**src/rtl/uart_config.svh**
```systemverilog
// Sizing and parity codes shared by the UART RTL
// UART_SAMPLES must be a power of two so the tick counters wrap on their own
`ifndef UART_CONFIG_SVH
`define UART_CONFIG_SVH

// Oversampling ticks per bit
`define UART_SAMPLES 8

// Widest data field in bits
`define UART_MAX_DW 9

// FIFO depth is 2**UART_FIFO_AW
`define UART_FIFO_AW 4

`define UART_PRESCALE_W 16

// Parity field encodings
`define UART_PAR_NONE    3'd0
`define UART_PAR_ODD     3'd1
`define UART_PAR_EVEN    3'd2
`define UART_PAR_STICKY0 3'd4
`define UART_PAR_STICKY1 3'd5

`endif
```
**src/rtl/uart_pkg.sv**
```systemverilog
// Types shared by the UART blocks
// Data words are right-aligned with the bits above data_size held at zero
`include "uart_config.svh"

package uart_pkg;

    typedef logic [`UART_MAX_DW-1:0]     uart_data_t;
    typedef logic [`UART_PRESCALE_W-1:0] prescale_t;
    typedef logic [`UART_FIFO_AW:0]      fifo_level_t;   // One extra bit to read a full FIFO
    typedef logic [2:0]                  parity_t;

    typedef struct packed {
        logic [3:0] data_size;   // 5 to 9
        parity_t    parity;
        logic       two_stop;
    } frame_cfg_t;

    typedef struct packed {
        logic en;            // Baud generator enable
        logic tx_en;
        logic rx_en;
        logic loopback_en;   // TX line feeds the receiver
    } uart_ctrl_t;

    typedef struct packed {
        logic       parity_error;
        logic       frame_error;
        uart_data_t data;
    } rx_entry_t;

    typedef struct packed {
        logic        empty;
        logic        full;
        fifo_level_t level;
    } fifo_status_t;

    typedef enum logic [2:0] {
        st_idle, st_start, st_data, st_parity, st_stop0, st_stop1
    } uart_state_e;

endpackage

```
**src/rtl/uart_top.sv**
```systemverilog
// Host side uses one-cycle wr and rd strobes with no stall
// prescale and cfg should change only while both directions are idle
`timescale 1ns/1ps

module uart_top (
    input  logic                   clk,
    input  logic                   resetn,
    input  uart_pkg::uart_ctrl_t   ctrl,
    input  uart_pkg::prescale_t    prescale,
    input  uart_pkg::frame_cfg_t   cfg,
    input  uart_pkg::fifo_level_t  tx_threshold,
    input  uart_pkg::fifo_level_t  rx_threshold,
    input  logic                   wr,
    input  uart_pkg::uart_data_t   wdata,
    input  logic                   rd,
    output uart_pkg::rx_entry_t    rdata,
    output uart_pkg::fifo_status_t tx_status,
    output uart_pkg::fifo_status_t rx_status,
    output logic                   tx_level_below,
    output logic                   rx_level_above,
    input  logic                   rx,
    output logic                   tx
);
    import uart_pkg::*;

    logic       tick;
    logic       tx_tick;
    logic       rx_tick;
    uart_data_t tx_head;               // TX FIFO head under transmission
    logic       tx_done;
    logic       rx_done;
    rx_entry_t  rx_word;
    logic       rx_line;

    assign tx_tick = tick && ctrl.tx_en;
    assign rx_tick = tick && ctrl.rx_en;
    assign rx_line = ctrl.loopback_en ? tx : rx;   // Loopback through the RX synchronizer

    uart_baud_gen u_baud_gen (
        .clk      (clk),
        .resetn   (resetn),
        .en       (ctrl.en),
        .prescale (prescale),
        .tick     (tick)
    );

    uart_fifo #(.WIDTH($bits(uart_data_t))) u_tx_fifo (
        .clk    (clk),
        .resetn (resetn),
        .wr     (wr),
        .wdata  (wdata),
        .rd     (tx_done),
        .rdata  (tx_head),
        .status (tx_status)
    );

    uart_tx u_tx (
        .clk    (clk),
        .resetn (resetn),
        .tick   (tx_tick),
        .cfg    (cfg),
        .start  (!tx_status.empty),
        .din    (tx_head),
        .done   (tx_done),
        .tx     (tx)
    );

    uart_rx u_rx (
        .clk    (clk),
        .resetn (resetn),
        .tick   (rx_tick),
        .cfg    (cfg),
        .line   (rx_line),
        .done   (rx_done),
        .entry  (rx_word)
    );

    uart_fifo #(.WIDTH($bits(rx_entry_t))) u_rx_fifo (
        .clk    (clk),
        .resetn (resetn),
        .wr     (rx_done),                  // Lost if the FIFO is full
        .wdata  (rx_word),
        .rd     (rd),
        .rdata  (rdata),
        .status (rx_status)
    );

    assign tx_level_below = (tx_status.level < tx_threshold);
    assign rx_level_above = (rx_status.level > rx_threshold);

endmodule

```
**src/rtl/uart_rx.sv**
```systemverilog
// Each bit is sampled at its middle and the errors travel with the word
// A start bit that reads high at its middle is dropped as noise
`timescale 1ns/1ps
`include "uart_config.svh"

module uart_rx (
    input  logic                 clk,
    input  logic                 resetn,
    input  logic                 tick,
    input  uart_pkg::frame_cfg_t cfg,
    input  logic                 line,
    output logic                 done,
    output uart_pkg::rx_entry_t  entry
);
    import uart_pkg::*;

    localparam int TW = $clog2(`UART_SAMPLES);

    logic [1:0]    sync;                // Two-flop synchronizer
    logic          line_s;
    uart_state_e   state;
    logic [TW-1:0] tick_cnt;
    logic [3:0]    bit_cnt;
    uart_data_t    shreg;               // Fills from the top, LSB first on the line
    uart_data_t    aligned;
    logic          exp_par;
    logic          perr;
    logic          ferr;
    logic          bit_end;
    logic          mid_start;
    logic          last_data;

    always_ff @(posedge clk or negedge resetn) begin
        if (!resetn) begin
            sync <= 2'b11;
        end else begin
            sync <= {sync[0], line};
        end
    end

    assign line_s    = sync[1];
    assign bit_end   = tick && (tick_cnt == TW'(`UART_SAMPLES - 1));
    assign mid_start = tick && (tick_cnt == TW'(`UART_SAMPLES / 2 - 1));
    assign last_data = (bit_cnt == cfg.data_size - 4'd1);
    assign aligned   = shreg >> (`UART_MAX_DW - cfg.data_size);   // Right-align to data_size

    always_comb begin
        case (cfg.parity)
            `UART_PAR_ODD:     exp_par = ~^aligned;
            `UART_PAR_EVEN:    exp_par = ^aligned;
            `UART_PAR_STICKY1: exp_par = 1'b1;
            default:           exp_par = 1'b0;
        endcase
    end

    always_ff @(posedge clk or negedge resetn) begin
        if (!resetn) begin
            state    <= st_idle;
            tick_cnt <= '0;
            bit_cnt  <= '0;
            shreg    <= '0;
            perr     <= 1'b0;
            ferr     <= 1'b0;
            done     <= 1'b0;
        end else begin
            done <= 1'b0;
            if (state != st_idle && tick) begin
                tick_cnt <= tick_cnt + 1'b1;
            end
            case (state)
                st_idle: begin
                    if (tick && !line_s) begin
                        state    <= st_start;
                        tick_cnt <= '0;
                        perr     <= 1'b0;   // Held until here so done can read them
                        ferr     <= 1'b0;
                    end
                end
                st_start: begin
                    if (mid_start) begin
                        tick_cnt <= '0;     // Later samples land mid-bit
                        bit_cnt  <= '0;
                        state    <= line_s ? st_idle : st_data;
                    end
                end
                st_data: begin
                    if (bit_end) begin
                        shreg <= {line_s, shreg[`UART_MAX_DW-1:1]};
                        if (!last_data) begin
                            bit_cnt <= bit_cnt + 1'b1;
                        end else if (cfg.parity == `UART_PAR_NONE) begin
                            state <= st_stop0;
                        end else begin
                            state <= st_parity;
                        end
                    end
                end
                st_parity: begin
                    if (bit_end) begin
                        perr  <= (line_s != exp_par);
                        state <= st_stop0;
                    end
                end
                st_stop0: begin
                    if (bit_end) begin
                        ferr <= !line_s;
                        if (cfg.two_stop) begin
                            state <= st_stop1;
                        end else begin
                            state <= st_idle;
                            done  <= 1'b1;
                        end
                    end
                end
                st_stop1: begin
                    if (bit_end) begin
                        ferr  <= ferr || !line_s;   // Either stop bit low
                        state <= st_idle;
                        done  <= 1'b1;
                    end
                end
                default: begin
                    state <= st_idle;
                end
            endcase
        end
    end

    assign entry = '{parity_error: perr, frame_error: ferr, data: aligned};

endmodule

```
**src/rtl/uart_tx.sv**
```systemverilog
// cfg must stay fixed while a frame is on the line
// din is read as the frame goes out and must hold until done
`timescale 1ns/1ps
`include "uart_config.svh"

module uart_tx (
    input  logic                 clk,
    input  logic                 resetn,
    input  logic                 tick,
    input  uart_pkg::frame_cfg_t cfg,
    input  logic                 start,
    input  uart_pkg::uart_data_t din,
    output logic                 done,
    output logic                 tx
);
    import uart_pkg::*;

    localparam int TW = $clog2(`UART_SAMPLES);

    uart_state_e   state;
    logic [TW-1:0] tick_cnt;            // Ticks into the current bit
    logic [3:0]    bit_cnt;             // Data bits already sent
    uart_data_t    shreg;               // Remaining data, LSB goes next
    logic          par_bit;
    logic          bit_end;
    logic          last_data;

    assign bit_end   = tick && (tick_cnt == TW'(`UART_SAMPLES - 1));
    assign last_data = (bit_cnt == cfg.data_size - 4'd1);

    // Upper bits of din are zero, so the reduction covers only the data field
    always_comb begin
        case (cfg.parity)
            `UART_PAR_ODD:     par_bit = ~^din;
            `UART_PAR_EVEN:    par_bit = ^din;
            `UART_PAR_STICKY1: par_bit = 1'b1;
            default:           par_bit = 1'b0;   // Sticky 0
        endcase
    end

    always_ff @(posedge clk or negedge resetn) begin
        if (!resetn) begin
            state    <= st_idle;
            tick_cnt <= '0;
            bit_cnt  <= '0;
            shreg    <= '0;
            done     <= 1'b0;
            tx       <= 1'b1;             // Line idles high
        end else begin
            done <= 1'b0;
            if (state != st_idle && tick) begin
                tick_cnt <= tick_cnt + 1'b1;   // Wraps after the last tick of a bit
            end
            case (state)
                st_idle: begin
                    // While done is high the FIFO has not popped the old head yet
                    if (start && !done) begin
                        state    <= st_start;
                        shreg    <= din;
                        tick_cnt <= '0;
                        tx       <= 1'b0;
                    end
                end
                st_start: begin
                    if (bit_end) begin
                        state   <= st_data;
                        bit_cnt <= '0;
                        tx      <= shreg[0];
                    end
                end
                st_data: begin
                    if (bit_end) begin
                        shreg <= shreg >> 1;
                        if (!last_data) begin
                            bit_cnt <= bit_cnt + 1'b1;
                            tx      <= shreg[1];
                        end else if (cfg.parity == `UART_PAR_NONE) begin
                            state <= st_stop0;
                            tx    <= 1'b1;
                        end else begin
                            state <= st_parity;
                            tx    <= par_bit;
                        end
                    end
                end
                st_parity: begin
                    if (bit_end) begin
                        state <= st_stop0;
                        tx    <= 1'b1;
                    end
                end
                st_stop0: begin
                    if (bit_end) begin
                        if (cfg.two_stop) begin
                            state <= st_stop1;
                        end else begin
                            state <= st_idle;
                            done  <= 1'b1;   // Pops the TX FIFO
                        end
                    end
                end
                st_stop1: begin
                    if (bit_end) begin
                        state <= st_idle;
                        done  <= 1'b1;
                    end
                end
                default: begin
                    state <= st_idle;
                    tx    <= 1'b1;
                end
            endcase
        end
    end

endmodule

```
**src/rtl/uart_baud_gen.sv**
```systemverilog
// Tick period is prescale + 1 enabled cycles
// Lowering prescale below the running count lets it run once around 16 bits
`timescale 1ns/1ps

module uart_baud_gen (
    input  logic                clk,
    input  logic                resetn,
    input  logic                en,
    input  uart_pkg::prescale_t prescale,
    output logic                tick
);
    import uart_pkg::*;

    prescale_t count;
    logic      wrap;

    assign wrap = (count == prescale);

    always_ff @(posedge clk or negedge resetn) begin
        if (!resetn) begin
            count <= '0;
        end else if (en) begin
            count <= wrap ? '0 : count + 1'b1;   // Holds while disabled
        end
    end

    assign tick = en && wrap;

endmodule

```
**src/rtl/uart_fifo.sv**
```systemverilog
// First-word-fall-through FIFO, rdata shows the head whenever not empty
// Writes while full and reads while empty are dropped
`timescale 1ns/1ps
`include "uart_config.svh"

module uart_fifo #(
    parameter int WIDTH = 9
) (
    input  logic                   clk,
    input  logic                   resetn,
    input  logic                   wr,
    input  logic [WIDTH-1:0]       wdata,
    input  logic                   rd,
    output logic [WIDTH-1:0]       rdata,
    output uart_pkg::fifo_status_t status
);
    import uart_pkg::*;

    localparam int AW    = `UART_FIFO_AW;
    localparam int DEPTH = 1 << AW;

    logic [WIDTH-1:0] mem [DEPTH];
    logic [AW-1:0]    head;            // Read pointer
    logic [AW-1:0]    tail;            // Write pointer
    fifo_level_t      count;
    logic             empty;
    logic             full;
    logic             push;
    logic             pop;

    assign empty = (count == '0);
    assign full  = (count == fifo_level_t'(DEPTH));
    assign push  = wr && !full;
    assign pop   = rd && !empty;

    always_ff @(posedge clk) begin
        if (push) begin
            mem[tail] <= wdata;
        end
    end

    always_ff @(posedge clk or negedge resetn) begin
        if (!resetn) begin
            head  <= '0;
            tail  <= '0;
            count <= '0;
        end else begin
            if (push) begin
                tail <= tail + 1'b1;
            end
            if (pop) begin
                head <= head + 1'b1;
            end
            if (push && !pop) begin
                count <= count + 1'b1;
            end else if (pop && !push) begin
                count <= count - 1'b1;
            end
        end
    end

    assign rdata  = mem[head];         // Head falls through
    assign status = '{empty: empty, full: full, level: count};

endmodule

```
**config.mk**
```make
export PLATFORM = sky130hd
export DESIGN_NAME = uart_top
export DESIGN_NICKNAME = d
export VERILOG_FILES = /design/src/rtl/uart_pkg.sv /design/src/rtl/uart_top.sv /design/src/rtl/uart_rx.sv /design/src/rtl/uart_tx.sv /design/src/rtl/uart_baud_gen.sv /design/src/rtl/uart_fifo.sv
export VERILOG_INCLUDE_DIRS = /design/src /design/src/rtl
export SDC_FILE = /design/constraint.sdc
export NUM_CORES = 1
export LEC_CHECK = 0
export BUFFER_PORTS_ARGS = -buffer_cell sky130_fd_sc_hd__buf_2
export CORE_MARGIN = 2
export CORE_UTILIZATION = 25
export CTS_CLUSTER_SIZE = 30
export DETAILED_ROUTE_END_ITERATION = 16
export GPL_ROUTABILITY_DRIVEN = 0
export PLACE_DENSITY = 0.4
export SETUP_SLACK_MARGIN = 0.5
export SYNTH_ARGS = -nofsm -noshare
export SYNTH_HDL_FRONTEND = slang
export SYNTH_SLANG_ARGS = --single-unit
```
**constraint.sdc**
```tcl
create_clock -name clk -period 7.93 [get_ports clk]
set_input_delay 0.793 -clock clk [delete_from_list [all_inputs] [get_ports clk]]
set_output_delay 0.793 -clock clk [all_outputs]
set_load 0.02 [all_outputs]
```
==> reports/results.ini <==
[outcome]
outcome=finished, final reports clean

[sta]
finalSetupViolations=0
period_needed_ps=3957
setup_ws_ps=3973
rsz0062_at_grt=no
fin_setup_tns_ps=0
min_period_over_period_pct=49.89
relSlewSlack_pct=26.47
fmaxAchievable_mhz=252.7
final_hold_viol_count=0
skew_ps=21.46
worstMarginPinSlew_ps=1099
finalMaxSlewViolations=0

[yosys]
synth.ff_latch_count=407
syn-num-nets=1274
avgSynthCellArea_um2=15.35
synth_cell_types=65
synth_compound_area_share_pct=4.890
synth-simple-area-share_pct=7.570
yosysMostFrequentCell=edfxtp_1
synthAdderAreaFrac_pct=2.769
ys.warnings.count=0
synth_cells=1183
ys_top_cells_by_count=320 x edfxtp_1, 89 x mux4_2, 87 x nand2_1, 84 x dfrtp_1, 82 x nor2_1
synthMuxAreaShare_pct=13.89
synth_top_family_by_area=multiplexers
syn_area_um2=18160
async_flop_share_pct=21.38
synth_edf_count=320
yosys.area.top_type_share_pct=52.90
ys_top_cells_by_area=edfxtp_1 53%, dfrtp_1 12%, mux4_2 11%
synth-main-ff-cell=edfxtp_1
synth_xor_area_share_pct=3.630
ys_seq_area_share_pct=64.91
yosysTopAreaCell=edfxtp_1

[clock_network]
holdBufCountCts=0
cts_resized=0
cts_buffer_depth=3
ctsRootBufferMaster=clkbuf_16
cts_sinks=407
clk_pin_slew_ps=50
cts_setup_buffers=0
h-tree-depth=2
cts_tree=yes
clock_latency_ps=590
numCtsBuffers=47

[route]
wirelength_mm=43.43
drt.antenna.violating_nets=0
vias=10040
drtPass1Iterations=5
post-route-drc-count=0
wl_per_cell_um=19.15
dr.first_iter.drc_count=587
via_per_inst=4.425

[setup_path]
end_kind=output port
cp_max_fo=45
arrival_ps=3160
critical_path_class=reg2out
rr_endpoint=u_tx.tx$_DFFE_PN1P_
r2r_cells=9
r2r-start=u_tx_fifo.head[0]$_DFFE_PN0P_
crit_required_ps=7140
start_kind=register
ff2ff_setup_slack_ps=4430

[global_routing]
grt.overflow.total=0
grt_pass1_vias=10720
antenna_found_initial=1
grt_max_degree=62
grt_first_pass_wirelength_mm=67.43
gr-usage-all-layers_pct=11.79

[placed_design]
hpwl_mm=27.45
place_ws_ps=3791
io_buffers=79

[floorplanning]
std_cell_rows=98
start_util_pct=25.32
die_w_um=273.6
core_area_um2=71730
die_area_um2=74830
die_y_um=273.6
io_pins=80

[cells_and_area]
drive_above_1_share_pct=22.63
area_growth_pct=16.91
fin_nets=1370

[power_and_ir_drop]
ir_drop_mv=0.1725
p_leak_nw=7.663
power_density_nw_per_um2=263.2

[flow_run]
max-cap-violations=0

[worst_hold_path]
hold_path.class=in2async

cells in the final DEF (no fill, tap or decap), types with 20 or more instances in the layout:
cell type / n
nor3_1: 21
edfxtp_1: 320
inv_1: 34
buf_4: 28
a21oi_1: 36
buf_2: 78
xnor2_1: 49
dfrtp_1: 81
mux2i_1: 21
nand3_1: 21
nand2_1: 87
xor2_1: 20
clkbuf_16: 48
o21ai_0: 40
nor2_1: 74
mux4_2: 89
ha_1: 37
power by group:
group          leakage (nW)  internal (W)  total (W)  switching [W]
combinational          2.65      0.000380   0.000869       0.000488
sequential             4.28       0.00243    0.00258       0.000144
clock                 0.741       0.00126    0.00214       0.000884
metal layers:
metal / vias to the layer above / track usage (%) / wire (um)
li1: 4723 / - / -
met1: 5133 / 15.30 / 19490
met2: 118 / 20.28 / 21860
met3: 61 / 1.895 / 1197
met4: 0 / 3.351 / 894
met5: - / 0 / 0
per-stage QoR:
step	cells	power (W)	hold WS, ps	cell area (um^2)	util [%]
final	2268	0.005590	138.0	21240	29.61
after CTS	2267	0.005701	121.2	21230	29.60
after detailed placement	2180	0.003521	347.2	19720	27.49
after global placement	2180	0.003516	345.9	19720	27.49
after global routing	2268	0.005871	137.8	21240	29.61
after floorplan	1183	0.003218	345.2	18160	-
registers in the layout, indices dropped and copies added (netlist names), 2 cells and up:
register	count
u_rx_fifo.count	5
u_rx.bit_cnt	4
u_tx_fifo.head	4
u_baud_gen.count	16
u_tx.tick_cnt	3
u_rx.tick_cnt	3
u_tx.shreg	9
u_rx_fifo.mem	176
u_rx_fifo.tail	4
u_tx_fifo.tail	4
u_rx.shreg	9
u_rx.sync	2
u_tx.bit_cnt	4
u_tx.state	3
u_tx_fifo.mem	144
u_rx_fifo.head	4
u_rx.state	3
u_tx_fifo.count	5
worst max-delay path by stage:
stage | slack (ps) | from | endpoint | cells after the start
floorplan | 4040 | cfg[5] | u_rx.perr$_DFFE_PN0P_ | 11
global placement | 3860 | cfg[5] | u_rx.perr$_DFFE_PN0P_ | 11
detailed placement | 3790 | cfg[5] | u_rx.perr$_DFFE_PN0P_ | 11
CTS | 3830 | u_rx_fifo.head[0]$_DFFE_PN0P_ | rdata[0] | 4
global route | 3770 | u_rx_fifo.head[0]$_DFFE_PN0P_ | rdata[0] | 4
finish | 3970 | u_rx_fifo.head[0]$_DFFE_PN0P_ | rdata[0] | 4
cell type report:
cell class | instances | area (um^2)
tap | 950 | 1189
clock inverter | 22 | 241.5
sequential | 407 | 11800
timing repair buffer | 106 | 600.6
antenna | 1 | 2.502
fill | 7211 | 50490
multi-input combinational | 680 | 5993
inverter | 37 | 138.9
clock buffer | 65 | 1275
worst max-delay path, cell delays in order (launching register included):
cell     delay (ps)
dfrtp_4         420
buf_4           740
mux4_2          620
mux4_2          540
buf_2           200
kinds of logic (layout without fill, tap and decap cells):
family,count (synthesis),in the layout
xor gates and xnor gates,72,72
buffers and inverters,96,230
other,0,1
AOI/OAI and AO/OA,144,144
adders and majority gates,39,39
DFF,407,407
and+or+nand+nor,293,293
muxes,132,132
Note: power is estimated with default switching activity, not from simulation.
